==> config.mk <==
export PLATFORM = sky130hd
export DESIGN_NAME = alu
export DESIGN_NICKNAME = d
export VERILOG_FILES = /design/src/logic/cpu_pkg.sv /design/src/logic/alu.sv
export SDC_FILE = /design/constraint.sdc
export NUM_CORES = 1
export LEC_CHECK = 0
export BUFFER_PORTS_ARGS = -buffer_cell sky130_fd_sc_hd__buf_2
export CAP_MARGIN = 0
export CORE_MARGIN = 5
export CORE_UTILIZATION = 45
export DETAILED_ROUTE_END_ITERATION = 10
export PLACE_DENSITY = 0.7
export SETUP_SLACK_MARGIN = 0.15
export SYNTH_ARGS = -nofsm -noshare
export SYNTH_HDL_FRONTEND = slang
export SYNTH_SLANG_ARGS = --single-unit
export TNS_END_PERCENT = 30
==> constraint.sdc <==
create_clock -name vclk -period 2.8
set_input_delay 0.28 -clock vclk [all_inputs]
set_output_delay 0.28 -clock vclk [all_outputs]
set_load 0.005 [all_outputs]
==> src/logic/cpu_pkg.sv <==
package cpu_pkg;

	// Datapath width
	localparam int WORD_W = 16;
	// Register file sizing
	localparam int REG_AW = 4;
	localparam int NUM_REGS = 1 << REG_AW;
	// Program store sizing, in instruction words
	localparam int PROG_DEPTH = 256;
	localparam int PROG_AW = $clog2(PROG_DEPTH);
	// PC moves in bytes, one instruction is two bytes
	localparam int PC_STEP = 2;
	// Load-immediate field width
	localparam int IMM_W = 8;

	typedef logic [WORD_W-1:0] word_t;
	typedef logic [WORD_W-1:0] uword;
	typedef logic [WORD_W-1:0] instr_t;
	typedef logic [REG_AW-1:0] reg_addr_t;
	typedef logic [PROG_AW-1:0] prog_addr_t;

	// Major opcode in instruction bits 15..12
	typedef enum logic [3:0] {
		OP_NOP  = 4'h0,
		OP_ALU  = 4'h1,
		OP_LI   = 4'h2,
		OP_SKEQ = 4'h3,
		OP_HALT = 4'hf
	} opcode_t;

	// ALU function, same encoding as the func field in bits 3..0
	typedef enum logic [3:0] {
		ADD    = 4'h0,
		SUB    = 4'h1,
		AND    = 4'h2,
		OR     = 4'h3,
		XOR    = 4'h4,
		SHL1   = 4'h5,
		SHR1   = 4'h6,
		PASS_B = 4'h7
	} alu_ctrl_e;

	// Decode to execute
	typedef struct packed {
		logic      valid;
		opcode_t   opcode;
		alu_ctrl_e alu_ctrl;
		reg_addr_t dest;
		reg_addr_t r1;
		reg_addr_t r2;
		word_t     imm;
	} ex_ctrl_t;

	// Register write-back, valid only for instructions that write
	typedef struct packed {
		logic      valid;
		reg_addr_t addr;
		word_t     data;
	} wb_t;

	// Empty execute slot
	localparam ex_ctrl_t EX_BUBBLE = '{
		valid:    1'b0,
		opcode:   OP_NOP,
		alu_ctrl: ADD,
		default:  '0
	};

endpackage

==> src/logic/alu.sv <==
module alu (
	input  cpu_pkg::ex_ctrl_t ctrl,
	input  cpu_pkg::word_t    a,
	input  cpu_pkg::word_t    b,
	output cpu_pkg::word_t    result,
	output logic              equal
);
	import cpu_pkg::*;

	// Register-register result
	word_t op_result;

	always_comb begin
		case (ctrl.alu_ctrl)
			ADD:     op_result = a + b;
			SUB:     op_result = a - b;
			AND:     op_result = a & b;
			OR:      op_result = a | b;
			XOR:     op_result = a ^ b;
			// Single-bit shifts of the A operand
			SHL1:    op_result = a << 1;
			SHR1:    op_result = a >> 1;
			PASS_B:  op_result = b;
			default: op_result = '0;
		endcase
	end

	// Load-immediate bypasses the operators
	always_comb begin
		case (ctrl.opcode)
			OP_ALU:  result = op_result;
			OP_LI:   result = ctrl.imm;
			default: result = '0;
		endcase
	end

	// Skip-if-equal compare on the forwarded operands
	assign equal = (a == b);

endmodule

; After elaboration in Yosys (flattened, before gate mapping)
; Index checks and enable logic that the tools add are counted.
[totals]
romBits = 0
mem_count = 0
latchBits = 0
output_inout_bits = 17
ramBits = 0
inputBits = 69
reg_bits = 0
[classes]
muxes = 2
mul = 0
reduce_logical = 1
magnitude_cmp = 0
n_shift = 0
n_bitwise = 3
div_mod_pow = 0
n_addsub = 2
n_eq_ne = 10
[ops]
columns = cell, count
row1 = $pmux W16 S8, 1
row2 = $pmux W16 S2, 1
row3 = $add A16 B16 Y16, 1
row4 = $and A16 B16 Y16, 1
row5 = $eq A16 B16 Y1, 1
row6 = $eq A4 B3 Y1 const B, 4
row7 = $or A16 B16 Y16, 1
row8 = $sub A16 B16 Y16, 1
row9 = $xor A16 B16 Y16, 1
row10 = $eq A4 B2 Y1 const B, 3
row11 = $eq A4 B1 Y1 const B, 2
row12 = $logic_not A4 Y1, 1

; Depth between registers and ports, before layout
[depth]
ltp_word = 3
depth_mapped = 10

; Worst setup path before layout
; No wires, ideal clock.
[synth_timing]
path_kind = input to output
start = input b[1]
end = output result[13]
path_stages = 8
required_ps = 2520
path_buffers = 0
t_arrival_ps = 2005
slack_ps = 515
cell_sequence = inv_1 > ha_1 > or2_0 > a221o_1 > a211oi_2 > o211a_1 > mux2i_1 > nand4_1
[synth_between]
elab_chain_cells = 3
elab_cells_between_ends = 4
cone_classes = 2 x add/sub / 2 x mux
[synth_rtl]
columns = element, line_no
row1 = "start, declared", alu.sv:4  ; input cpu_pkg::word_t b,
row2 = $sub A16 B16 Y16 / $add A16 B16 Y16 (equally long branches), "alu.sv:16, alu.sv:15"
row3 = $pmux W16 S8 (*), alu.sv:14  ; case (ctrl.alu_ctrl)
row4 = $pmux W16 S2 (*), alu.sv:30  ; case (ctrl.opcode)
row5 = "end, declared", alu.sv:5  ; output cpu_pkg::word_t result,
; Mark *: on every way between the ends. The rest lies on a longest branch, timed or not.

; Worst setup path in the final report
[layout_timing]
start = input b[9]
end = output result[11]
; The elaborated chain is that of the path after synthesis.

==> run summary <==
Cells after Synth: 479
most frequent cells in the layout: buf_2 (70), buf_4 (53), inv_1 (49), a21oi_1 (45), nor2_1 (41)
Clk network pwr share: 0%
vias per cell: 6.27
post-route cell area: 4200 um^2
dpl hpwl: 10.7 mm
Post-Syn Area: 3260 um^2
die height: 95.1 um
PwrDens: 180 nW/um^2
# rows: 31
Sw Share: 57.2%
nets: 695
Final Setup Violations: 0
worst-path maximum fanout: 5
Antenna Cells: 0
CP Cell Sequence: buf_2 -> inv_1 -> ha_1 -> inv_1 -> o31ai_2 -> mux2_2 -> nand3b_1 -> nor4_1 -> o21ai_1 -> buf_2
share of post-route cells with drive strength above 1: 30.3%
final core utilization: 58.9%
type of the worst setup path: input port to primary output
largest net degree at the start of global routing: 30
number of clock buffers in the layout: 0
worst path buffer plus inverter count: 4
synth top area cells: ha_1 (18%), a21oi_1 (7.1%), inv_1 (6.2%)
CP endpoint kind: primary output
Tot Pwr: 0.000755 W
Fmax: 375 MHz
IO Count: 86
critical path arrival: 2.39 ns
syn nets: 597
# DRC: 0
Hold Startpoint: ctrl[13]
Hold Crit Class: input port to primary output
YS warnings: 0
vias in the first global route: 3940
area grow syn2layout: 28.9%
Psw: 0.000432 W
Lkg Pwr: 1.93 nW
Pint: 0.000323 W
max-slew violations: 0
sequential share of power: 0%
cell accounting for the most synthesized area: ha_1
Seq/Total Area, Yosys: 0%
Placed Area: 4010 um^2
total wire length: 13.3 mm
Final GP Congestion: 1.00
initial antenna violation count: 0
Core Area: 7140 um^2
GRT overflow: 0
combinational share of power: 100.0%
Final Hold Fails: 0
Hold Slack: 0.839 ns
Buffers on Ports: 73
DRT antenna net count: 0
post-synth top area share: 18.0%
Initial DRC Count: 426
register area: 0 um^2
outcome: finished clean
Max Cap Viol: 0
Largest delay share family, worst path: compound AO/OA/AOI/OAI gates
Die ar.: 9040 um^2
Syn Area/Cell: 6.80 um^2
Worst slew margin: 57.7%
hold depth: 4
Starting Density: 45.7%
RSZ-0062 raised after global routing: true
drt pass-1 iters: 8
first-pass GRT wire length: 20.1 mm
post-route clock period utilization: 95.2%
most common cell after layout, fill and taps aside: buf_2
CP peak stage delay: 0.55 ns
Worst Path Required: 2.52 ns
Unique masters post-synth: 73
All-Layer GR Usage: 28.2%
slowest cell on the critical path: o31ai_2
post-layout min period: 2.67 ns
num sequential: 0
Total Neg Setup Slack: 0 ns
peak supply drop: 0.111 mV
die width: 95.1 um
Slew @ Worst Pin: 0.627 ns
Endpoint, Worst Hold: result[13]
Worst setup SP type: input port
Vias: 4226
WL/cell: 19.7 um
==> final cells by class <==
| cell class | count | area (um^2) |
|---|---|---|
| Timing Repair Buffer | 128 | 826 |
| Multi-Input combinational cell | 392 | 3040 |
| Fill cell | 707 | 2930 |
| Tap cell | 99 | 124 |
| Inverter | 55 | 211 |
==> cell families after synthesis <==
group / Yosys count / synth area share [%]
AOI/OAI and AO/OA: 178 / 39.0
adders and majority gates: 49 / 19.3
buffers and inverters: 87 / 11.5
muxes: 17 / 6.60
and+or+nand+nor: 148 / 23.6
==> how the worst max path moves through the flow <==
stage                     from          to  cells after the start
after CTS                 b[1]  result[12]                     12
after floorplan           b[1]  result[13]                      8
after detailed placement  a[0]  result[14]                     12
after global routing      b[9]  result[11]                     10
after global placement    a[0]  result[12]                     13
final                     b[9]  result[11]                     10
==> cells in the mapped netlist, types with 8 or more instances <==
cell type	instances
inv_1	54
nand2_1	39
clkbuf_1	10
nand2b_1	10
a211oi_1	8
nor2_1	41
a21oi_1	46
mux2i_1	11
nor2b_1	10
buf_2	17
o21ai_0	24
ha_1	47
==> power by group through the flow <==
| stage | clock network (W) | logic (W) | registers [W] |
|---|---|---|---|
| 2_1_floorplan | 0 | 0.000415 | 0 |
| 3_3_place_gp | 0 | 0.000676 | 0 |
| 3_5_place_dp | 0 | 0.000685 | 0 |
| 4_1_cts | 0 | 0.000706 | 0 |
| 5_1_grt | 0 | 0.000812 | 0 |
| 6_report | 0 | 0.000755 | 0 |
==> per-stage QoR <==
| stage | cells | setup WS [ns] |
|---|---|---|
| floorplan | 479 | 0.515 |
| global placement | 671 | 0.0796 |
| detailed placement | 671 | 0.0883 |
| CTS | 672 | 0.109 |
| global route | 674 | 0.0885 |
| finish | 674 | 0.134 |
==> timing repair <==
item	4_1_cts	5_1_grt
hold buffers	0	0
pin swaps	10	10
endpoints found under the setup margin	8	11
setup buffers	1	2
gates resized for setup	14	32
==> layer usage <==
metal  vias up  track usage, %  routed length [um]
li1       1972               -                   -
met1      1984            39.2                5420
met2       244            46.5                6170
met3        26            2.92                1450
met4         0            6.37                 256
met5         -               0                   0
No activity file was read; power rests on OpenSTA's default activity.
