--- src/logic/cpu_pkg.sv ---
package cpu_pkg;

	// Datapath width
	localparam int WORD_W = 16;
	// Register file sizing
	localparam int REG_AW = 4;
	localparam int NUM_REGS = 1 << REG_AW;
	// Program store sizing, in instruction words
	localparam int PROG_DEPTH = 256;
	localparam int PROG_AW = $clog2(PROG_DEPTH);
	// PC moves in bytes, one instruction is two bytes
	localparam int PC_STEP = 2;
	// Load-immediate field width
	localparam int IMM_W = 8;

	typedef logic [WORD_W-1:0] word_t;
	typedef logic [WORD_W-1:0] uword;
	typedef logic [WORD_W-1:0] instr_t;
	typedef logic [REG_AW-1:0] reg_addr_t;
	typedef logic [PROG_AW-1:0] prog_addr_t;

	// Major opcode in instruction bits 15..12
	typedef enum logic [3:0] {
		OP_NOP  = 4'h0,
		OP_ALU  = 4'h1,
		OP_LI   = 4'h2,
		OP_SKEQ = 4'h3,
		OP_HALT = 4'hf
	} opcode_t;

	// ALU function, same encoding as the func field in bits 3..0
	typedef enum logic [3:0] {
		ADD    = 4'h0,
		SUB    = 4'h1,
		AND    = 4'h2,
		OR     = 4'h3,
		XOR    = 4'h4,
		SHL1   = 4'h5,
		SHR1   = 4'h6,
		PASS_B = 4'h7
	} alu_ctrl_e;

	// Decode to execute
	typedef struct packed {
		logic      valid;
		opcode_t   opcode;
		alu_ctrl_e alu_ctrl;
		reg_addr_t dest;
		reg_addr_t r1;
		reg_addr_t r2;
		word_t     imm;
	} ex_ctrl_t;

	// Register write-back, valid only for instructions that write
	typedef struct packed {
		logic      valid;
		reg_addr_t addr;
		word_t     data;
	} wb_t;

	// Empty execute slot
	localparam ex_ctrl_t EX_BUBBLE = '{
		valid:    1'b0,
		opcode:   OP_NOP,
		alu_ctrl: ADD,
		default:  '0
	};

endpackage

--- src/logic/mem_register.sv ---
module mem_register (
	input  logic               clk,
	input  logic               arst_n,
	input  cpu_pkg::reg_addr_t ra1,
	input  cpu_pkg::reg_addr_t ra2,
	input  cpu_pkg::wb_t       wb,
	output cpu_pkg::word_t     rd1,
	output cpu_pkg::word_t     rd2
);
	import cpu_pkg::*;

	word_t regs [NUM_REGS];

	// Bypass hit flags for each read port
	logic hit1;
	logic hit2;

	// Single write port fed by the write-back stage
	always_ff @(posedge clk or negedge arst_n) begin
		if (!arst_n) begin
			for (int i = 0; i < NUM_REGS; i++) begin
				regs[i] <= '0;
			end
		end else if (wb.valid) begin
			regs[wb.addr] <= wb.data;
		end
	end

	// Same-cycle write is visible to the reader
	assign hit1 = wb.valid && (wb.addr == ra1);
	assign hit2 = wb.valid && (wb.addr == ra2);

	// Read port 1, first register field
	assign rd1 = hit1 ? wb.data : regs[ra1];
	// Read port 2, second register field
	assign rd2 = hit2 ? wb.data : regs[ra2];

endmodule

--- config.mk ---
export PLATFORM = sky130hd
export DESIGN_NAME = mem_register
export DESIGN_NICKNAME = d
export VERILOG_FILES = /design/src/logic/cpu_pkg.sv /design/src/logic/mem_register.sv
export SDC_FILE = /design/constraint.sdc
export NUM_CORES = 1
export LEC_CHECK = 0
export BUFFER_PORTS_ARGS = -buffer_cell sky130_fd_sc_hd__buf_2
export CAP_MARGIN = 10
export CORE_ASPECT_RATIO = 1.2
export CORE_MARGIN = 2
export CORE_UTILIZATION = 65
export CTS_CLUSTER_DIAMETER = 200
export DETAILED_ROUTE_END_ITERATION = 8
export PLACE_DENSITY = 0.83
export SETUP_SLACK_MARGIN = 0.02
export SLEW_MARGIN = 20
export SYNTH_ARGS = -nofsm -noshare
export SYNTH_HDL_FRONTEND = slang
export SYNTH_SLANG_ARGS = --single-unit
--- constraint.sdc ---
create_clock -name clk -period 3.1 [get_ports clk]
set_clock_uncertainty 0.2 [all_clocks]
set_input_delay 0.31 -clock clk [delete_from_list [all_inputs] [get_ports clk]]
set_output_delay 0.31 -clock clk [all_outputs]
set_load 0.05 [all_outputs]
Word-level counts from Yosys, hierarchy flattened:

Index checks and enable logic that the tools add are counted.

* output and inout port bits: 32
* logic and storage cells: 39
* bits in registers: 256
* input port bits: 31

* reduce and logical (&&, ||, !) cells: 3
* magnitude comparators: 4
* muxes and demuxes: 11
* bitwise logic cells: 3
* equal/unequal tests: 2

Operators with widths (count)
* bitwise mux 256 bit: 1
* binary-select mux 16 bit (select 4 bit): 2
* 2-to-1 mux 16 bit: 7
* demux 16 bit (select 4 bit): 1
* greater-or-equal comparator 5 bit (second input constant): 3
* NOT 4 -> 5 bit: 3
* equality test 4 bit: 2
* less-than comparator 5 x 1 -> 1 bit (second input constant): 1
* logical AND 1 bit: 3

Longest topological paths before layout:

* depth after elaboration: 6
* gate-level depth with buffers: 6
* mapped depth without buffers: 4

Worst setup path before layout:

OpenSTA, ideal clock, no wires.

* kind: in2out
* from: input port wb[18] (netlist name)
* to: output port rd2[10]
* arrival: 1.794 ns
* path slack: 0.796 ns
* stages on the path: 5
* required time: 2.590 ns
* buffers on the path: 2
* path through: buf_4 xor2_1 nor4_4 buf_4 mux2_2

* word-level cells in the longest chain between the ends: 3

Ends and longest elaborated chain
* start: declaration: line mem_register.sv:6 `input cpu_pkg::wb_t wb,`
* equality test 4 bit: line mem_register.sv:31 `assign hit2 = wb.valid && (wb.addr == ra2);`
* logical AND 1 bit: line mem_register.sv:31
* 2-to-1 mux 16 bit: line mem_register.sv:36 `assign rd2 = hit2 ? wb.data : regs[ra2];`
* end: declaration: line mem_register.sv:8 `output cpu_pkg::word_t rd2`

Every way passes these cells.

Final worst setup path:

* from: register regs[2] (netlist name)
* to: output port rd1[2]

* word-level cells in the longest chain between the ends: 4

Ends and longest elaborated chain
* start: declaration: line mem_register.sv:12 `word_t regs [NUM_REGS];`
* start signal: indexed assignment: line mem_register.sv:25 `regs[wb.addr] <= wb.data;`
* binary-select mux 16 bit (select 4 bit): line mem_register.sv:34 `assign rd1 = hit1 ? wb.data : regs[ra1];`
* 2-to-1 mux 16 bit (implied by the code) (2 in a row): line mem_register.sv:34
* 2-to-1 mux 16 bit: line mem_register.sv:34
* end: declaration: line mem_register.sv:7 `output cpu_pkg::word_t rd1,`

Every way passes these cells. The select of a mux whose other input is x is not followed.

==> metrics <==
status completed; Crit path max-delay family multiplexers; Worst EP arrival around 2400 ps; Static Leakage between 0.006 and 0.007 uW; type of the worst setup path reg -> out; PD cells about 700 nW/um^2; worst min path class in -> reg; initial core utilization 0.661; commonest non-fill, non-tap cell in the layout mux2_2; CP Launch Type flip-flop; Max Cap Viol 0; register area share after synthesis 0.448; number of I/O port buffers between 60 and 70; final global-route overflow total 0; initial antenna violation count 0; CTS tree yes; nets slightly below 1000; # resized after CTS 0; Slew headroom 0.202; Inserted Diodes 0; Syn Inst Count 887; clock buffer depth 3; Synth Register Bits 256; routed wire length per instance 29.3 um; vias in the first global route ~10000; unrepaired setup endpoints after global routing no; critical path peak fanout 3; reg2reg start regs[102]; Final Critical Period about 2900 ps; post-synth top area cell dfrtp_1; die area between 20000 and 25000 um^2; final-layout fill cell count 1316; total CTS buffers 28; first-pass GRT wire length approximately 58000 um; clock root cell clkbuf_16; Top Registers regs x256; crit end category output pin; largest net degree at the start of global routing a little under 90; global placement routability congestion between 0.8 and 0.9; initial DRC count 745; Synth Area per Inst 16.1 um^2; core box area around 22000 um^2; max-slew violation count 0; Die W 139 um; DP HPWL 22600 um; Finished Layout Cells ~1200; crit path buf inv count 1; most frequent CP cell mux2i_1; VDD IR-drop max ~640 uV; Highest Clock Rate between 300 and 400 MHz; crit-path max cell delay approximately 480 ps; H-tree Lvls 1; highest-count cells in the layout ignoring fill and taps mux2_2 (288), dfrtp_1 (256), mux4_2 (128); Top reg by flops regs; CTS sink count between 200 and 300; critical path's slowest cell mux4_2; Clock transition at path regs approximately 60 ps; flop2flop setup slack ~2100 ps; layout cells sized above 1 0.611; vias per cell roughly 7; max reg flops ~260; row count 59; min-delay src wb[11]; YS warnings 0; Area growth syn-to-layout 11.8%; vias ~8700; Setup crit start regs[2]; I/O pin count between 60 and 70; Inst Count DP around 1200; number of remaining DRC errors 0; Final Hold Violating Endpoints 0; CP Data Required Time ~2600 ps; Yosys top cell area share 0.448; Pre-antenna DRT Iters 4; top post-synthesis cells by area dfrtp_1 (45%), mux2_2 (23%), mux4_2 (20%); Final setup viols 0; Post-Syn Area roughly 14000 um^2; Final period util 0.935; Clk Latency, worst-skew pair between 500 and 600 ps; antenna viol nets, final 0; die height between 150 and 200 um; Yosys cell types 22; routed wire length between 30000 and 40000 um; CP Cell Sequence mux4_2 > mux2i_1 > mux2i_1 > mux2_2 > buf_2; Setup TNS Final 0 ps; Tot GR Track Use 0.325; Slew @ Worst Pin about 1200 ps; syn nets approximately 920
## routing by layer
| metal | global-route usage | up-vias | routed length [um] |
|---|---|---|---|
| met2 | 0.538 | 356 | 18600 |
| li1 | - | 3563 | - |
| met3 | 0.0601 | 83 | 2420 |
| met4 | 0.102 | 0 | 1060 |
| met1 | 0.446 | 4712 | 14300 |
| met5 | 0 | - | 0 |
## through the flow
step	total power [uW]	hold WS (ps)	worst slack, ps	utilization	instance area (um^2)
6_report	11300	38.6	202	0.740	16000
5_1_grt	11800	61.7	131	0.740	16000
4_1_cts	11400	29.1	212	0.740	16000
3_5_place_dp	7870	167	422	0.694	15000
3_3_place_gp	7640	150	405	0.694	15000
2_1_floorplan	7050	-186	796	-	14300
## cells in the mapped netlist (all sizes together)
cell type  instances
mux4             128
or3                2
nand2              6
nor2b              1
dfrtp            256
nor4               3
nor2               6
buf               55
mux2i             96
clkbuf            26
nor3               6
or4                1
nand2b             3
xor2               6
mux2             288
xnor2              2
nand3              2
## timing repair
item | 4_1_cts | 5_1_grt
endpoints found under the hold margin | 82 | 0
buffers inserted | 0 | 0
hold buffers | 1 | 0
## path summary, 6_finish.rpt
| check | endpoint | cells after the start |
|---|---|---|
| min | regs[203] | 2 |
| max in group asynchronous | regs[139] | 3 |
| max | rd1[2] | 5 |
| min in group asynchronous | regs[248] | 2 |
| max reg2reg | regs[102] | 1 |
| min reg2reg | regs[131] | 1 |
## cell type report
class	count	area, um^2	area share
multi-input cells	550	7450	0.466
flip-flops and latches	256	6410	0.401
clock buffers	42	875	0.0547
repair buffers	111	821	0.0513
well taps	274	343	0.0214
clock inverters	10	103	0.00641
## where the power goes
part,switching (uW),internal (uW)
clock network,1370,2110
registers,610,4130
logic,1450,1670
## cell families (layout without fill, tap and decap cells)
family / after synthesis / count (layout) / synth area share
muxes: 512 / 512 / 0.495
DFF: 256 / 256 / 0.448
buffers and inverters: 81 / 163 / 0.0345
and+or+nand+nor: 30 / 30 / 0.0176
xor gates and xnor gates: 8 / 8 / 0.00490
Note: power is estimated with default switching activity, not from simulation.
