$ cat src/logic/cpu_pkg.sv
package cpu_pkg;

	// Datapath width
	localparam int WORD_W = 16;
	// Register file sizing
	localparam int REG_AW = 4;
	localparam int NUM_REGS = 1 << REG_AW;
	// Program store sizing, in instruction words
	localparam int PROG_DEPTH = 256;
	localparam int PROG_AW = $clog2(PROG_DEPTH);
	// PC moves in bytes, one instruction is two bytes
	localparam int PC_STEP = 2;
	// Load-immediate field width
	localparam int IMM_W = 8;

	typedef logic [WORD_W-1:0] word_t;
	typedef logic [WORD_W-1:0] uword;
	typedef logic [WORD_W-1:0] instr_t;
	typedef logic [REG_AW-1:0] reg_addr_t;
	typedef logic [PROG_AW-1:0] prog_addr_t;

	// Major opcode in instruction bits 15..12
	typedef enum logic [3:0] {
		OP_NOP  = 4'h0,
		OP_ALU  = 4'h1,
		OP_LI   = 4'h2,
		OP_SKEQ = 4'h3,
		OP_HALT = 4'hf
	} opcode_t;

	// ALU function, same encoding as the func field in bits 3..0
	typedef enum logic [3:0] {
		ADD    = 4'h0,
		SUB    = 4'h1,
		AND    = 4'h2,
		OR     = 4'h3,
		XOR    = 4'h4,
		SHL1   = 4'h5,
		SHR1   = 4'h6,
		PASS_B = 4'h7
	} alu_ctrl_e;

	// Decode to execute
	typedef struct packed {
		logic      valid;
		opcode_t   opcode;
		alu_ctrl_e alu_ctrl;
		reg_addr_t dest;
		reg_addr_t r1;
		reg_addr_t r2;
		word_t     imm;
	} ex_ctrl_t;

	// Register write-back, valid only for instructions that write
	typedef struct packed {
		logic      valid;
		reg_addr_t addr;
		word_t     data;
	} wb_t;

	// Empty execute slot
	localparam ex_ctrl_t EX_BUBBLE = '{
		valid:    1'b0,
		opcode:   OP_NOP,
		alu_ctrl: ADD,
		default:  '0
	};

endpackage

$ cat src/logic/mem_program.sv
module mem_program (
	input  logic                clk,
	input  logic                prog_we,
	input  cpu_pkg::prog_addr_t prog_addr,
	input  cpu_pkg::instr_t     prog_data,
	input  cpu_pkg::uword       address,
	output cpu_pkg::instr_t     instruction
);
	import cpu_pkg::*;

	// Instruction store, contents survive reset
	instr_t mem [PROG_DEPTH];

	// Byte address to word index
	prog_addr_t rd_index;

	assign rd_index = address[PROG_AW:1];

	// Loader port, usable while the core sits in reset
	always_ff @(posedge clk) begin
		if (prog_we) begin
			mem[prog_addr] <= prog_data;
		end
	end

	// Asynchronous fetch so decode happens in the same cycle
	assign instruction = mem[rd_index];

endmodule

$ cat config.mk
export PLATFORM = sky130hd
export DESIGN_NAME = mem_program
export DESIGN_NICKNAME = d
export VERILOG_FILES = /design/src/logic/cpu_pkg.sv /design/src/logic/mem_program.sv
export SDC_FILE = /design/constraint.sdc
export NUM_CORES = 2
export LEC_CHECK = 0
export ABC_CLOCK_PERIOD_IN_PS = 2600
export BUFFER_PORTS_ARGS = -buffer_cell sky130_fd_sc_hd__buf_2
export CAP_MARGIN = 15
export CORE_MARGIN = 1.5
export CORE_UTILIZATION = 45
export CTS_CLUSTER_DIAMETER = 50
export DETAILED_ROUTE_END_ITERATION = 8
export GPL_TIMING_DRIVEN = 1
export PLACE_DENSITY = 0.64
export SYNTH_ARGS = -nofsm -noshare
export SYNTH_HDL_FRONTEND = slang
export SYNTH_SLANG_ARGS = --single-unit
$ cat constraint.sdc
create_clock -name clk -period 2.6 [get_ports clk]
set_input_delay 0.39 -clock clk [delete_from_list [all_inputs] [get_ports clk]]
set_output_delay 0.39 -clock clk [all_outputs]
set_load 0.05 [all_outputs]
## After elaboration in Yosys (flattened, before gate mapping)

Memories as Yosys holds them, arrays and structs flattened.
Cells that the tools add are included.

- Flip-flop bits (word level): 0
- RAM bits: 4096
- Input port bits: 42
- Output and inout bits: 16
- Word-level logic and storage cells: 3
- Memories: 1

Memories:

| name | depth | width | rd ports | clocked after Yosys merged registers in | write ports | RTL line | RTL |
|---|---|---|---|---|---|---|---|
| mem | 256 | 16 | 1 | 0 | 1 | mem_program.sv:12 | `instr_t mem [PROG_DEPTH];` |

- Muxes and demuxes: 2

Operators by type and width:

| operator | number |
|---|---|
| 1-bit two-way mux | 2 |

## Depth between registers and ports, before layout

- Word-level depth: 2
- Depth in mapped cells: 12
- Mapped depth without buffers: 6

## Worst setup path before layout

No wires, ideal clock.

- Kind: input to output
- Start: input address[1]
- End: output instruction[11]
- Arrival time: 3488 ps
- Data required time: 2210 ps
- Path slack: -1278 ps
- Stages: 12
- Path buffers: 6
- Cells stage by stage: buf_6 > buf_6 > buf_8 > buf_12 > buf_12 > buf_12 > mux2i_1 > o221ai_1 > a21oi_1 > o31ai_1 > o32ai_1 > nor4_1

- Longest elaborated chain between the ends: 1

Ends and longest elaborated chain:

| element | RTL line | RTL |
|---|---|---|
| from (decl) | mem_program.sv:6 | `input cpu_pkg::uword address,` |
| memory read 256 x 16 bit | n/a |  |
| to (decl) | mem_program.sv:7 | `output cpu_pkg::instr_t instruction` |

No other way between the ends.

## Worst setup path in the final report

- Start: memory mem[22][15] (netlist bit)
- End: output instruction[15]

- Longest elaborated chain between the ends: 1

Ends and longest elaborated chain:

| element | RTL line |
|---|---|
| from (decl) | mem_program.sv:12 |
| memory read 256 x 16 bit | n/a |

No other way between the ends.

==> summary.txt <==
STA
  – Final worst path period need: about 4000 ps
  – # setup viols final: 16
  – Fin crit share: 154%
  – Slew Viols, Final: 0
  – Worst setup margin: -1410 ps
  – Max Clk Rate: 0.250 GHz
  – Rel. slew slack: around 29%
  – Final hold vios: 0
  – RSZ-0062 raised after global routing: yes
  – Worst-Margin Slew: 1070 ps

Layout
  – Finished Layout Cells: 13500
  – Net count reported at finish: between 8000 and 9000
  – Top reg by flops: mem
  – Synth-to-layout area growth: 20.1%
  – Largest registers: mem: 4096 flops
  – Layout cells sized above 1: 32.7%
  – Largest register FFs: 4096

Route
  – Number of nets still failing antenna checks after routing: 0
  – DRC: 0
  – Post-DR wirelength/cell: approximately 32 um
  – Routed vias: just over 80000
  – Pre-antenna DRT Iters: 9
  – WL final: 430000 um
  – Vias/cell: 6.08
  – Detailed Route Iter0 Violations: between 10000 and 15000

Floorplan
  – Initial Util: 45.3%
  – Width of the die: 596 um
  – Die ar.: roughly 360000 um^2
  – Cell row count: approximately 220
  – Core Footprint: around 350000 um^2
  – Die Span Y: just under 600 um
  – # IOs: 58

CTS
  – Total CTS buffers: 430
  – CTS tree: built
  – Root buf cell: clkbuf_16
  – CTS H-tree lvls: 5
  – Sink Count: just over 4000
  – Clock slew at reported path FFs: around 60 ps
  – Clk buf depth: 4

Synth
  – Count leader, synth: edfxtp_1
  – Adder-cell share of the synthesized area: 0%
  – Synthesized Nets: ~7400
  – Post-Synth Simple-Gate Area: under 10%
  – Compound-gate portion of the synthesized area: under 10%
  – Synth area leaders: edfxtp_1 78%, mux4_2 11%, mux2i_1 3.6%
  – Synth Register Bits: around 4100
  – Cell variety after synth: roughly 50
  – Post-synth ARST share: 0%
  – Share of Yosys cell area claimed by the top area cell type: just under 80%
  – Multiplexer share of the synthesized area: between 10% and 20%
  – Yosys top cell by area: edfxtp_1
  – YS warnings: 0
  – Largest family of logic cells by synthesized area: multiplexers
  – Post-Syn Area: between 150000 and 200000 um^2
  – Ys flop type: edfxtp_1
  – Avg Inst Size Synth: 21.6 um^2
  – EDFF count, synth: between 4000 and 5000
  – Post-synthesis cell count: roughly 7300
  – Synth top cells by count: 4096 x edfxtp_1, 797 x mux4_2, 565 x mux2i_1, 304 x nor2_1, 252 x o221ai_1
  – Register area share after synthesis: 77.7%
  – Synth Area in XOR/XNOR: 0%

Setup path
  – CP Launch Type: flop
  – CP Capture Type: output port
  – Setup CP Type: reg -> out
  – Data required time of the worst path: 2210 ps
  – Crit path arrival time: around 3600 ps
  – CP Max Fanout: 1

Global route
  – Vias in the first global route: between 80000 and 90000
  – Antenna violations before repair: 19
  – First-pass GRT wire length: 609000 um
  – GRT Total Usage: between 20% and 30%
  – Pin count of the biggest net entering global routing: between 100 and 150
  – Gr ovfl total: 0

Placement
  – Dpl cells: 12700
  – Pre-CTS setup slack: -1920 ps
  – GP Congestion: 0.909
  – Post-DP HPWL: between 200000 and 300000 um
  – Buffers on Ports: 49

Pwr
  – PD cells: roughly 740 nW/um^2
  – Worst-case vdd ir drop: roughly 0.0006 V
  – Pleak: between 0.06 and 0.07 uW

Status
  – Status: complete, but fails checks
  – Failing checks: setup timing

Job
  – # Max-Cap Violations: 0

Worst hold path
  – Worst min-delay path category: in -> reg
-- layer usage --
metal | up-vias | global-route usage, % | wire [um] | part of all wire, %
li1 | 33800 | - | - | -
met2 | 4294 | 37.7 | 203000 | 47
met1 | 43500 | 34.1 | 171000 | 40
met5 | - | 0 | 13 | 0.0030
met4 | 2 | 8.53 | 17100 | 4.0
met3 | 707 | 3.74 | 39000 | 9.1
-- timing repair --
item                       4_1_cts  5_1_grt
hold buffers                    15        0
hold endpoints to repair       564        0
resized for setup              135       67
buffers inserted                 0        2
pin swaps                       36       36
setup endpoints to repair       16       16
gates cloned                     1        3
-- cells by family after synthesis --
logic type,count (synthesis)
flops,4096
simple gates,556
mux,1450
buf+inv,456
compound gates,786
-- worst paths after layout --
path                      from         endpoint  slack (ps)  cells after the start
hold / removal    prog_data[4]       mem[23][4]          20                      1
setup / recovery   mem[22][15]  instruction[15]       -1410                      7
-- metrics by stage --
stage          util, %  TNS [ps]  total power (uW)  instance area, um^2  hold WS (ps)
3_5_place_dp      50.0    -23500             82500               175000           696
6_report          54.3    -19770            141000               190000          15.9
3_3_place_gp      50.0    -23940             82400               175000           692
5_1_grt           54.3    -20670            145000               190000          31.8
4_1_cts           54.2    -20900            142000               190000          7.75
2_1_floorplan        -     -6060             78100               159000           489
-- cells in the final DEF, fill, tap and decap left out, drive strengths merged, types with 5 or more instances in the layout --
cell type / count
o221ai: 253
a211oi: 18
a21oi: 175
a221oi: 28
or2: 5
bufinv: 33
clkinv: 203
a22oi: 43
a2111oi: 6
nand4: 26
nor2: 304
and3: 11
nand2: 38
buf: 1201
nor2b: 9
mux2i: 565
a31oi: 6
a22o: 32
o32ai: 21
clkbuf: 510
o22ai: 148
diode: 12
dlygate4sd3: 15
edfxtp: 4096
clkinvlp: 32
mux2: 88
nand3: 35
o31ai: 16
nor3: 92
inv: 31
o21ai: 38
mux4: 797
nor4: 18
-- worst max-delay path, stage by stage (launching register included) --
cell and delay [ps]:
edfxtp_1 380, mux4_2 480, mux4_2 590, a22o_4 310
o32ai_4 490, buf_6 170, nor4_4 70, buf_12 160
-- power by group --
part           switching (uW)  internal [uW]
sequential               31.4          72800
clock                   25800          34100
combinational            5210           3480
total                   31100         110000
-- area by class of cell --
type,count,area [um^2]
fillers,26100,160000
flip-flops and latches,4096,123000
multi-input cells,2792,34100
repair buffers,1221,13400
clock buffers,506,11100
well taps,4599,5750
clock inverters,295,2790
diodes,12,30.0
inverters,4,27.5
Note: power is estimated with default switching activity, not from simulation.
