File: src/logic/cpu_pkg.sv
package cpu_pkg;

	// Datapath width
	localparam int WORD_W = 16;
	// Register file sizing
	localparam int REG_AW = 4;
	localparam int NUM_REGS = 1 << REG_AW;
	// Program store sizing, in instruction words
	localparam int PROG_DEPTH = 256;
	localparam int PROG_AW = $clog2(PROG_DEPTH);
	// PC moves in bytes, one instruction is two bytes
	localparam int PC_STEP = 2;
	// Load-immediate field width
	localparam int IMM_W = 8;

	typedef logic [WORD_W-1:0] word_t;
	typedef logic [WORD_W-1:0] uword;
	typedef logic [WORD_W-1:0] instr_t;
	typedef logic [REG_AW-1:0] reg_addr_t;
	typedef logic [PROG_AW-1:0] prog_addr_t;

	// Major opcode in instruction bits 15..12
	typedef enum logic [3:0] {
		OP_NOP  = 4'h0,
		OP_ALU  = 4'h1,
		OP_LI   = 4'h2,
		OP_SKEQ = 4'h3,
		OP_HALT = 4'hf
	} opcode_t;

	// ALU function, same encoding as the func field in bits 3..0
	typedef enum logic [3:0] {
		ADD    = 4'h0,
		SUB    = 4'h1,
		AND    = 4'h2,
		OR     = 4'h3,
		XOR    = 4'h4,
		SHL1   = 4'h5,
		SHR1   = 4'h6,
		PASS_B = 4'h7
	} alu_ctrl_e;

	// Decode to execute
	typedef struct packed {
		logic      valid;
		opcode_t   opcode;
		alu_ctrl_e alu_ctrl;
		reg_addr_t dest;
		reg_addr_t r1;
		reg_addr_t r2;
		word_t     imm;
	} ex_ctrl_t;

	// Register write-back, valid only for instructions that write
	typedef struct packed {
		logic      valid;
		reg_addr_t addr;
		word_t     data;
	} wb_t;

	// Empty execute slot
	localparam ex_ctrl_t EX_BUBBLE = '{
		valid:    1'b0,
		opcode:   OP_NOP,
		alu_ctrl: ADD,
		default:  '0
	};

endpackage

File: src/logic/reg_program_counter.sv
module reg_program_counter (
	input  logic          clk,
	input  logic          arst_n,
	input  logic          halt,
	output cpu_pkg::uword out_address
);
	import cpu_pkg::*;

	// Sequential next address
	uword next_address;

	assign next_address = out_address + uword'(PC_STEP);

	// Advance one instruction per cycle
	// Halt freezes the PC at the halt instruction
	// A skip needs no extra offset, the annulled slot still consumed a step
	always_ff @(posedge clk or negedge arst_n) begin
		if (!arst_n) begin
			out_address <= '0;
		end else if (!halt) begin
			out_address <= next_address;
		end
	end

endmodule

File: config.mk
export PLATFORM = sky130hd
export DESIGN_NAME = reg_program_counter
export DESIGN_NICKNAME = d
export VERILOG_FILES = /design/src/logic/cpu_pkg.sv /design/src/logic/reg_program_counter.sv
export SDC_FILE = /design/constraint.sdc
export NUM_CORES = 1
export LEC_CHECK = 0
export ABC_AREA = 0
export BUFFER_PORTS_ARGS = -buffer_cell sky130_fd_sc_hd__buf_2
export CAP_MARGIN = 5
export CORE_UTILIZATION = 49
export CTS_CLUSTER_DIAMETER = 40
export DETAILED_ROUTE_END_ITERATION = 6
export PLACE_DENSITY = 0.77
export SYNTH_ARGS = -nofsm -noshare
export SYNTH_HDL_FRONTEND = slang
export SYNTH_SLANG_ARGS = --single-unit
File: constraint.sdc
create_clock -name clk -period 1.55 [get_ports clk]
set_input_delay 0.155 -clock clk [delete_from_list [all_inputs] [get_ports clk]]
set_output_delay 0.155 -clock clk [all_outputs]
set_load 0.01 [all_outputs]
Word level (Yosys, flattened, before mapping):

Cells that the tools add are included.

* add/sub/neg operators: 1

Operator list (number)
* $add 16x2->16 const B: 1

* register bits after elaboration: 16
* input bits: 3
* word-level logic and storage cells: 2

Longest topological paths before layout:

Gate-level depths: netlist of run 1.

* depth after elaboration: 1
* gate-level depth with buffers: 4
* gate-level depth less buffers: 4

Worst setup path after synthesis of run 1:

Ideal clock, no wire load.

* path type: reg2reg
* start: register out_address[1]
* end: register out_address[13]
* setup time: 0.079 ns
* arrival: 1.236 ns
* required time: 1.471 ns
* slack: 0.235 ns
* stages on the path, launching flop included: 5
* buffers on the path: 0
* period minus slack after synthesis: 1.315 ns
* path through: dfrtp_1 > ha_1 > nand3b_4 > nor4_2 > xor2_1

* word-level cells in the longest chain between the ends: 1

RTL lines
* from (decl): line reg_program_counter.sv:5 `output cpu_pkg::uword out_address`
* from (signal assigned): line reg_program_counter.sv:21 `out_address <= next_address;`
* $add 16x2->16: line reg_program_counter.sv:12 `assign next_address = out_address + uword'(PC_STEP);`

Every way passes these cells.
A chain may end at the register's enable or synchronous reset.

Final worst setup path of run 1:

* start: register out_address[1]
* end: register out_address[15]

The elaborated chain is that of the path after synthesis.

==> metrics.yaml, run 1 <==
antenna_left: 0
cts_setup_buffers: 0
synth_compound_area_share_pct: 0
finalHoldViolCount: 0
slowest_stage: "dfrtp_1"
cpLargestDelayFamily: "flip-flops"
synth_top_flop_cell: "dfrtp_1"
status: "completed"
grt_pass1_wl_um: 1680
fmaxAchievable_mhz: 734
h-tree-depth: 1
skew_ns: 0.00555
vdd_ir_drop_max_v: 0.000836
worstSetupPathDepth: 4
arrival_ns: 1.57
largest_reg_flops: 15
hold_ws_ns: 0.127
layout-drive-gt1-share_pct: 37.2
synth-seq-cells: 15
avgSynthCellArea_um2: 12.8
yosys_warnings: 0
rsz0062_at_grt: "no"
synth_top_cell_by_area: "dfrtp_1"
netlist_top_cells_area: "dfrtp_1 51%, xnor2_1 8.4%, xor2_1 8.4%, nor4_2 6.8%, nand3b_4 2.7%"
critical_path_peak_fanout: 6
critPathCaptureType: "flop"
fp.coreArea_um2: 1350
reg2reg_depth: 4
initial_utilization_pct: 54.2
timing.final.ws_setup_ns: 0.188
die_x_um: 40.7
drtPass1Iterations: 1
synth.distinct_cells: 21
crit_buf_inv: 0
drt_iter0_markers: 0
finalSetupTns_ns: 0
die_h_um: 40.7
critical_path_required_ns: 1.76
synthAdderAreaFrac_pct: 1.71
die_area_um2: 1650
gp_congestion: 0.710
numClockSinks: 15
fin_crit_ns: 1.36
synth_top_area_share_pct: 51.3
period_share_pct: 87.9
area_growth_pct: 18.1
regMostFlops: "out_address"
cellPowerDensity_nw_per_um2: 1370
path_cells: "ha_1 > nand3b_4 > nor4_2 > xor2_1"
dp_slack_ns: 0.195
root_buffer: "clkbuf_4"
drv_slew: 0
holdPathStages: 2
synth_xor_area_share_pct: 16.8
fin_cells: 93
wire_per_inst_um: 12.0
synth-simple-area-share_pct: 26.2
worstSetupPathType: "reg2reg"
synthesis.nets: 61
viasPerCell: 5.30
rows: 13
dp_hpwl_um: 839
critPathMaxStageDelay_ns: 0.44
hold_class: "in2reg"
drc: 0
maxCapViolations: 0
overflow: 0
cts_buffers: 3
synth.area.mux_share_pct: 1.54
grt_max_degree: 16
netlist_area_um2: 732
synth_top_family_by_area: "simple AND/OR/NAND/NOR gates"
path_clk_slew_ns: 0.09
top_level_ports: 19
num_vias: 493
grt_pass1_vias: 406
antenna_found_initial: 0
reg.largest.list: "out_address: 15 flops"
io_buffers: 17
clk_latency_ns: 0.28
dp_cells: 88
synth_edf_count: 0
antenna_cells: 0
max-clock-path-buffers: 2
cts_tree: "built"
routed_wl_um: 1120
power_leakage_uw: 0.000453
grt.total_usage_pct: 16.2
fillCellCount: 115
syn_inst: 57
crit_path_start_kind: "flop"
ys_seq_area_share_pct: 51.3
fin_nets: 83
async_flop_share_pct: 100
setup_viol: 0
==> report_power, final <==
part | total [uW] | switching [uW] | internal [uW]
combinational | 338 | 171 | 168
sequential | 631 | 150 | 480
clock | 218 | 118 | 99.7
total | 1190 | 440 | 748
==> cells in the final DEF (no fill, tap or decap) <==
| master | count |
|---|---|
| and4_1 | 1 |
| conb_1 | 1 |
| ha_1 | 1 |
| clkbuf_4 | 3 |
| dfrtp_1 | 15 |
| nand2b_1 | 1 |
| nand3_4 | 1 |
| mux2_2 | 1 |
| buf_2 | 17 |
| nor4_2 | 4 |
| nand4_1 | 2 |
| and4b_1 | 1 |
| nand4b_2 | 1 |
| xor2_1 | 7 |
| inv_1 | 2 |
| nand2_1 | 3 |
| nor2_1 | 2 |
| nand3b_4 | 1 |
| dlygate4sd3_1 | 1 |
| xnor2_1 | 7 |
| nand4_2 | 1 |
| nor3_1 | 2 |
| clkbuf_1 | 1 |
| nand3_1 | 2 |
==> worst reg2reg max path: cells and delay by family, from the launching register on <==
family,cells,cell delay [ns]
AND/OR/NAND/NOR,2,0.45
flip-flops,1,0.44
adder cells (fa/ha/maj),1,0.25
XOR/XNOR,1,0.17
==> kinds of logic after synthesis <==
kind of cell,after synthesis
flip-flops,15
adder cells (fa/ha/maj),1
other,1
multiplexers,1
XOR/XNOR,14
buffers and inverters,3
AND/OR/NAND/NOR,22
==> repair_timing <==
action                    4_1_cts  5_1_grt
gates resized for setup         0        0
hold endpoints to repair       15        0
hold buffers                    1        0
==> Yosys cell counts, types with 2 or more instances <==
cell type and number:
nor2_1 2, xnor2_1 7, dfrtp_1 15, inv_1 2
nand3_1 2, nand2_1 3, xor2_1 7, nor3_1 2
nand4_1 2, nor4_2 4
==> final timing paths <==
| path | slack [ns] | startpoint | to |
|---|---|---|---|
| setup / recovery | 0.19 | out_address[1]$_DFFE_PN0N_ | out_address[15]$_DFFE_PN0N_ |
| hold / removal | 0.13 | halt | out_address[1]$_DFFE_PN0N_ |
| setup reg to reg | 0.19 | out_address[1]$_DFFE_PN0N_ | out_address[15]$_DFFE_PN0N_ |
| hold reg to reg | 0.47 | out_address[15]$_DFFE_PN0N_ | out_address[15]$_DFFE_PN0N_ |
| max in group asynchronous | 1.00 | arst_n | out_address[1]$_DFFE_PN0N_ |
| min in group asynchronous | 0.30 | arst_n | out_address[15]$_DFFE_PN0N_ |
==> per-stage QoR <==
| step | total power (uW) | instance area, um2 | util, % |
|---|---|---|---|
| after floorplan | 842 | 732 | - |
| after global placement | 971 | 828 | 61.4 |
| after detailed placement | 979 | 828 | 61.4 |
| after CTS | 1200 | 865 | 64.0 |
| after global routing | 1270 | 865 | 64.0 |
| final | 1190 | 865 | 64.0 |
==> layout make-up <==
cell class                 count  area [um2]  area share [%]
clock buffer                   4        26.3            3.04
inverter                       2        7.51           0.868
sequential                    15         375            43.4
tap                           15        18.8            2.17
multi-input combinational     39         342            39.5
timing repair buffer          18        95.1            11.0
==> layer usage <==
metal / track usage (%) / vias to the layer above / wire length, um
met3: 3.26 / 4 / 45
met4: 10.0 / 0 / 25
met1: 20.2 / 234 / 527
li1: - / 242 / -
met2: 25.4 / 13 / 521
met5: 0 / - / 0
(Power assumes the default switching activity.)
==> run 2: changes to the inputs <==
--- a/config.mk
+++ b/config.mk
@@ -5,13 +5,15 @@
 export SDC_FILE = /design/constraint.sdc
 export NUM_CORES = 1
 export LEC_CHECK = 0
-export ABC_AREA = 0
+export ABC_AREA = 1
 export BUFFER_PORTS_ARGS = -buffer_cell sky130_fd_sc_hd__buf_2
 export CAP_MARGIN = 5
-export CORE_UTILIZATION = 49
+export CORE_UTILIZATION = 51
 export CTS_CLUSTER_DIAMETER = 40
 export DETAILED_ROUTE_END_ITERATION = 6
-export PLACE_DENSITY = 0.77
+export PLACE_DENSITY = 0.78
+export SKIP_CTS_REPAIR_TIMING = 1
+export SLEW_MARGIN = 20
 export SYNTH_ARGS = -nofsm -noshare
 export SYNTH_HDL_FRONTEND = slang
 export SYNTH_SLANG_ARGS = --single-unit
==> run 2 against run 1 <==
Non-clock buffer count unchanged. Global-route usage up 4.2 points. Synthesized area up 10%. Fmax up 1.7%. Highest routed layer unchanged. Register-to-register slack better by 0.02 ns. Via count up 27%. Sequential power about the same. Clock skew down 0.0033 ns. Power up 8.4%. Count of clock-buffer cells in the layout unchanged.
==> metrics.yaml, run 2 <==
status: "completed"
root_buffer: "clkbuf_4"
synth_edf_count: 0  # unchanged
path_clk_slew_ns: 0.09  # about the same
synth_top_area_share_pct: 46.5  # -4.8 points
power_leakage_uw: 0.000525  # +16%
crit_buf_inv: 0  # unchanged
antenna_cells: 0  # unchanged
netlist_area_um2: 807  # +10%
worstHoldStart: "halt"
grt_pass1_wl_um: 2610  # +56%
fp.coreArea_um2: 1380  # +2.4%
reg2reg_to: "out_address[13]$_DFFE_PN0N_"
arrival_ns: 1.52  # -0.05 ns
die_area_um2: 1750  # +5.6%
maxCapViolations: 0  # unchanged
hold_ws_ns: 0.105  # -0.0218 ns
layout_commonest_cell: "nand2_1"
final_cell_mix: "24 x nand2_1, 17 x buf_2, 15 x dfrtp_1"
routed_wl_um: 1490  # +33%
reg2reg_from: "out_address[2]$_DFFE_PN0N_"
yosys_warnings: 0  # unchanged
finalSetupTns_ns: 0  # unchanged
synth_top_cell_by_area: "dfrtp_1"
initial_utilization_pct: 58.4  # +4.2 points
critical_path_required_ns: 1.73  # -0.03 ns
fmaxAchievable_mhz: 747  # +1.7%
cts_tree: "built"
fillCellCount: 119  # +3.5%
p_switching_uw: 522  # +19%
path_cells: "ha_1 > nand3_2 > nor2_4 > nand2_2 > o21ai_1 > nand2_1"
critPathMaxStageDelay_ns: 0.45  # about the same
setup_viol: 0  # unchanged
antenna_found_initial: 0  # unchanged
drt_iter0_markers: 10  # +10
rows: 13  # unchanged
critPathCaptureType: "flop"
dp_hpwl_um: 1130  # +34%
dp_slack_ns: 0.238  # +0.0428 ns
p_int_uw: 765  # +2.4%
skew_ns: 0.00224  # -0.00330 ns
reg.largest.list: "out_address: 15 flops"
clockPowerShare_pct: 17.3  # -1.1 points
critical_path_peak_fanout: 5  # -1
synth.distinct_cells: 23  # +9.5%
fin_nets: 117  # +41%
synth_top_flop_cell: "dfrtp_1"
max-clock-path-buffers: 2  # unchanged
synth-seq-cells: 15  # unchanged
rrSetupSlack_ns: 0.21  # +0.02 ns
holdPathStages: 2  # unchanged
die_x_um: 41.8  # +2.8%
antenna_left: 0  # unchanged
p_total_uw: 1290  # +8.4%
die_h_um: 41.8  # +2.8%
top_level_ports: 19  # unchanged
drv_slew: 0  # unchanged
whs_endpoint: "out_address[1]$_DFFE_PN0N_"
reg2reg_depth: 6  # +2
swShare_pct: 40.5  # +3.5 points
grt_max_degree: 16  # unchanged
layout-drive-gt1-share_pct: 27.7  # -9.5 points
clk_latency_ns: 0.28  # about the same
viasPerCell: 4.94  # -6.9%
vdd_ir_drop_max_v: 0.00102  # +21%
numClockSinks: 15  # unchanged
slowest_stage: "dfrtp_1"
wire_per_inst_um: 11.7  # -2.6%
regArea_um2: 375  # unchanged
ys_seq_area_share_pct: 46.5  # -4.8 points
cts_buffers: 3  # unchanged
area_growth_pct: 16.4
cellPowerDensity_nw_per_um2: 1370  # -0.22%
async_flop_share_pct: 100  # unchanged
hold_class: "in2reg"
regMostFlops: "out_address"
gp_congestion: 0.784  # +10%
synthesis.nets: 95  # +56%
netlist_top_cells_area: "dfrtp_1 47%, nand2_1 11%, xor2_1 5.4%, inv_1 5.1%, nand4_1 4.7%"
avgSynthCellArea_um2: 8.87  # -31%
drtPass1Iterations: 4  # +3
syn_inst: 91  # +60%
largest_reg_flops: 15  # unchanged
overflow: 0  # unchanged
drc: 0  # unchanged
rsz0062_at_grt: "no"
crit_path_start_kind: "flop"
pwr-share-seq_pct: 49.1  # -4.0 points
p_comb_share_pct: 33.5  # +5.0 points
num_vias: 627  # +27%
finalHoldViolCount: 0  # unchanged
h-tree-depth: 1  # unchanged
multi_input_area_um2: 379  # +11%
grt.total_usage_pct: 20.3  # +4.2 points
fin_crit_ns: 1.34  # -0.0231 ns
grt_pass1_vias: 590  # +45%
cpLargestDelayFamily: "flip-flops"
timing.final.ws_setup_ns: 0.211  # +0.0231 ns
synthTopCellsByCount: "24 x nand2_1, 15 x dfrtp_1, 11 x inv_1"
io_buffers: 17  # unchanged
worstSetupPathType: "reg2reg"
synth.most_common_cell: "nand2_1"
period_share_pct: 86.4  # -1.5 points
==> run 2: changes by cell type in the layout (fill, tap and decap cells not counted), sizes merged, moves of 2 or more <==
cell and change:
o21ai +2, nand4 +3, inv +10, nor2 +9
nand2 +24, nor4 -4, xnor2 -5
==> run 2: final cells by class <==
type	count	share of cell area, %
clock buffers	4	2.80
inverters	12	4.79
multi-input cells	63	40.3
flip-flops and latches	15	39.9
well taps	15	2.00
repair buffers	18	10.1
==> run 2: kinds of logic (layout without fill, tap and decap cells) <==
group	after synthesis	count (layout)	share of synthesized area, %
AO/OA/AOI/OAI	3	3	2.32
buffers and inverters	13	34	6.51
AND/OR/NAND/NOR	50	50	33.0
flip-flops	15	15	46.5
adder cells (fa/ha/maj)	1	1	1.55
other	1	1	0.465
XOR/XNOR	8	8	9.61
==> run 2: power groups by stage <==
stage	Clock [uW]	Combinational [uW]	Sequential [uW]
3_5_place_dp	0	423	637
3_3_place_gp	0	415	625
6_report	223	432	633
5_1_grt	250	475	649
2_1_floorplan	0	241	660
4_1_cts	230	432	630
==> run 2: worst max-delay path by stage <==
| stage | from | to | cells past startpoint |
|---|---|---|---|
| after floorplan | out_address[2]$_DFFE_PN0N_ | out_address[13]$_DFFE_PN0N_ | 6 |
| after global placement | out_address[1]$_DFFE_PN0N_ | out_address[13]$_DFFE_PN0N_ | 6 |
| after detailed placement | out_address[2]$_DFFE_PN0N_ | out_address[13]$_DFFE_PN0N_ | 6 |
| after CTS | out_address[2]$_DFFE_PN0N_ | out_address[13]$_DFFE_PN0N_ | 6 |
| after global routing | out_address[2]$_DFFE_PN0N_ | out_address[13]$_DFFE_PN0N_ | 6 |
| final | out_address[2]$_DFFE_PN0N_ | out_address[13]$_DFFE_PN0N_ | 6 |
==> run 2: through the flow <==
| stage | cell area (um2) | std cells | util, % |
|---|---|---|---|
| 2_1_floorplan | 807 | 91 | - |
| 3_3_place_gp | 903 | 122 | 65.3 |
| 3_5_place_dp | 903 | 122 | 65.3 |
| 4_1_cts | 930 | 126 | 67.2 |
| 5_1_grt | 940 | 127 | 68.0 |
| 6_report | 940 | 127 | 68.0 |
==> run 2: metal layers <==
layer / share of wire, % / GRT usage (%) / vias to the layer above
li1: - / - / 326
met1: 48 / 26.7 / 285
met2: 49 / 30.3 / 14
met3: 2.8 / 5.22 / 2
met4: 0.81 / 11.6 / 0
met5: 0 / 0 / -
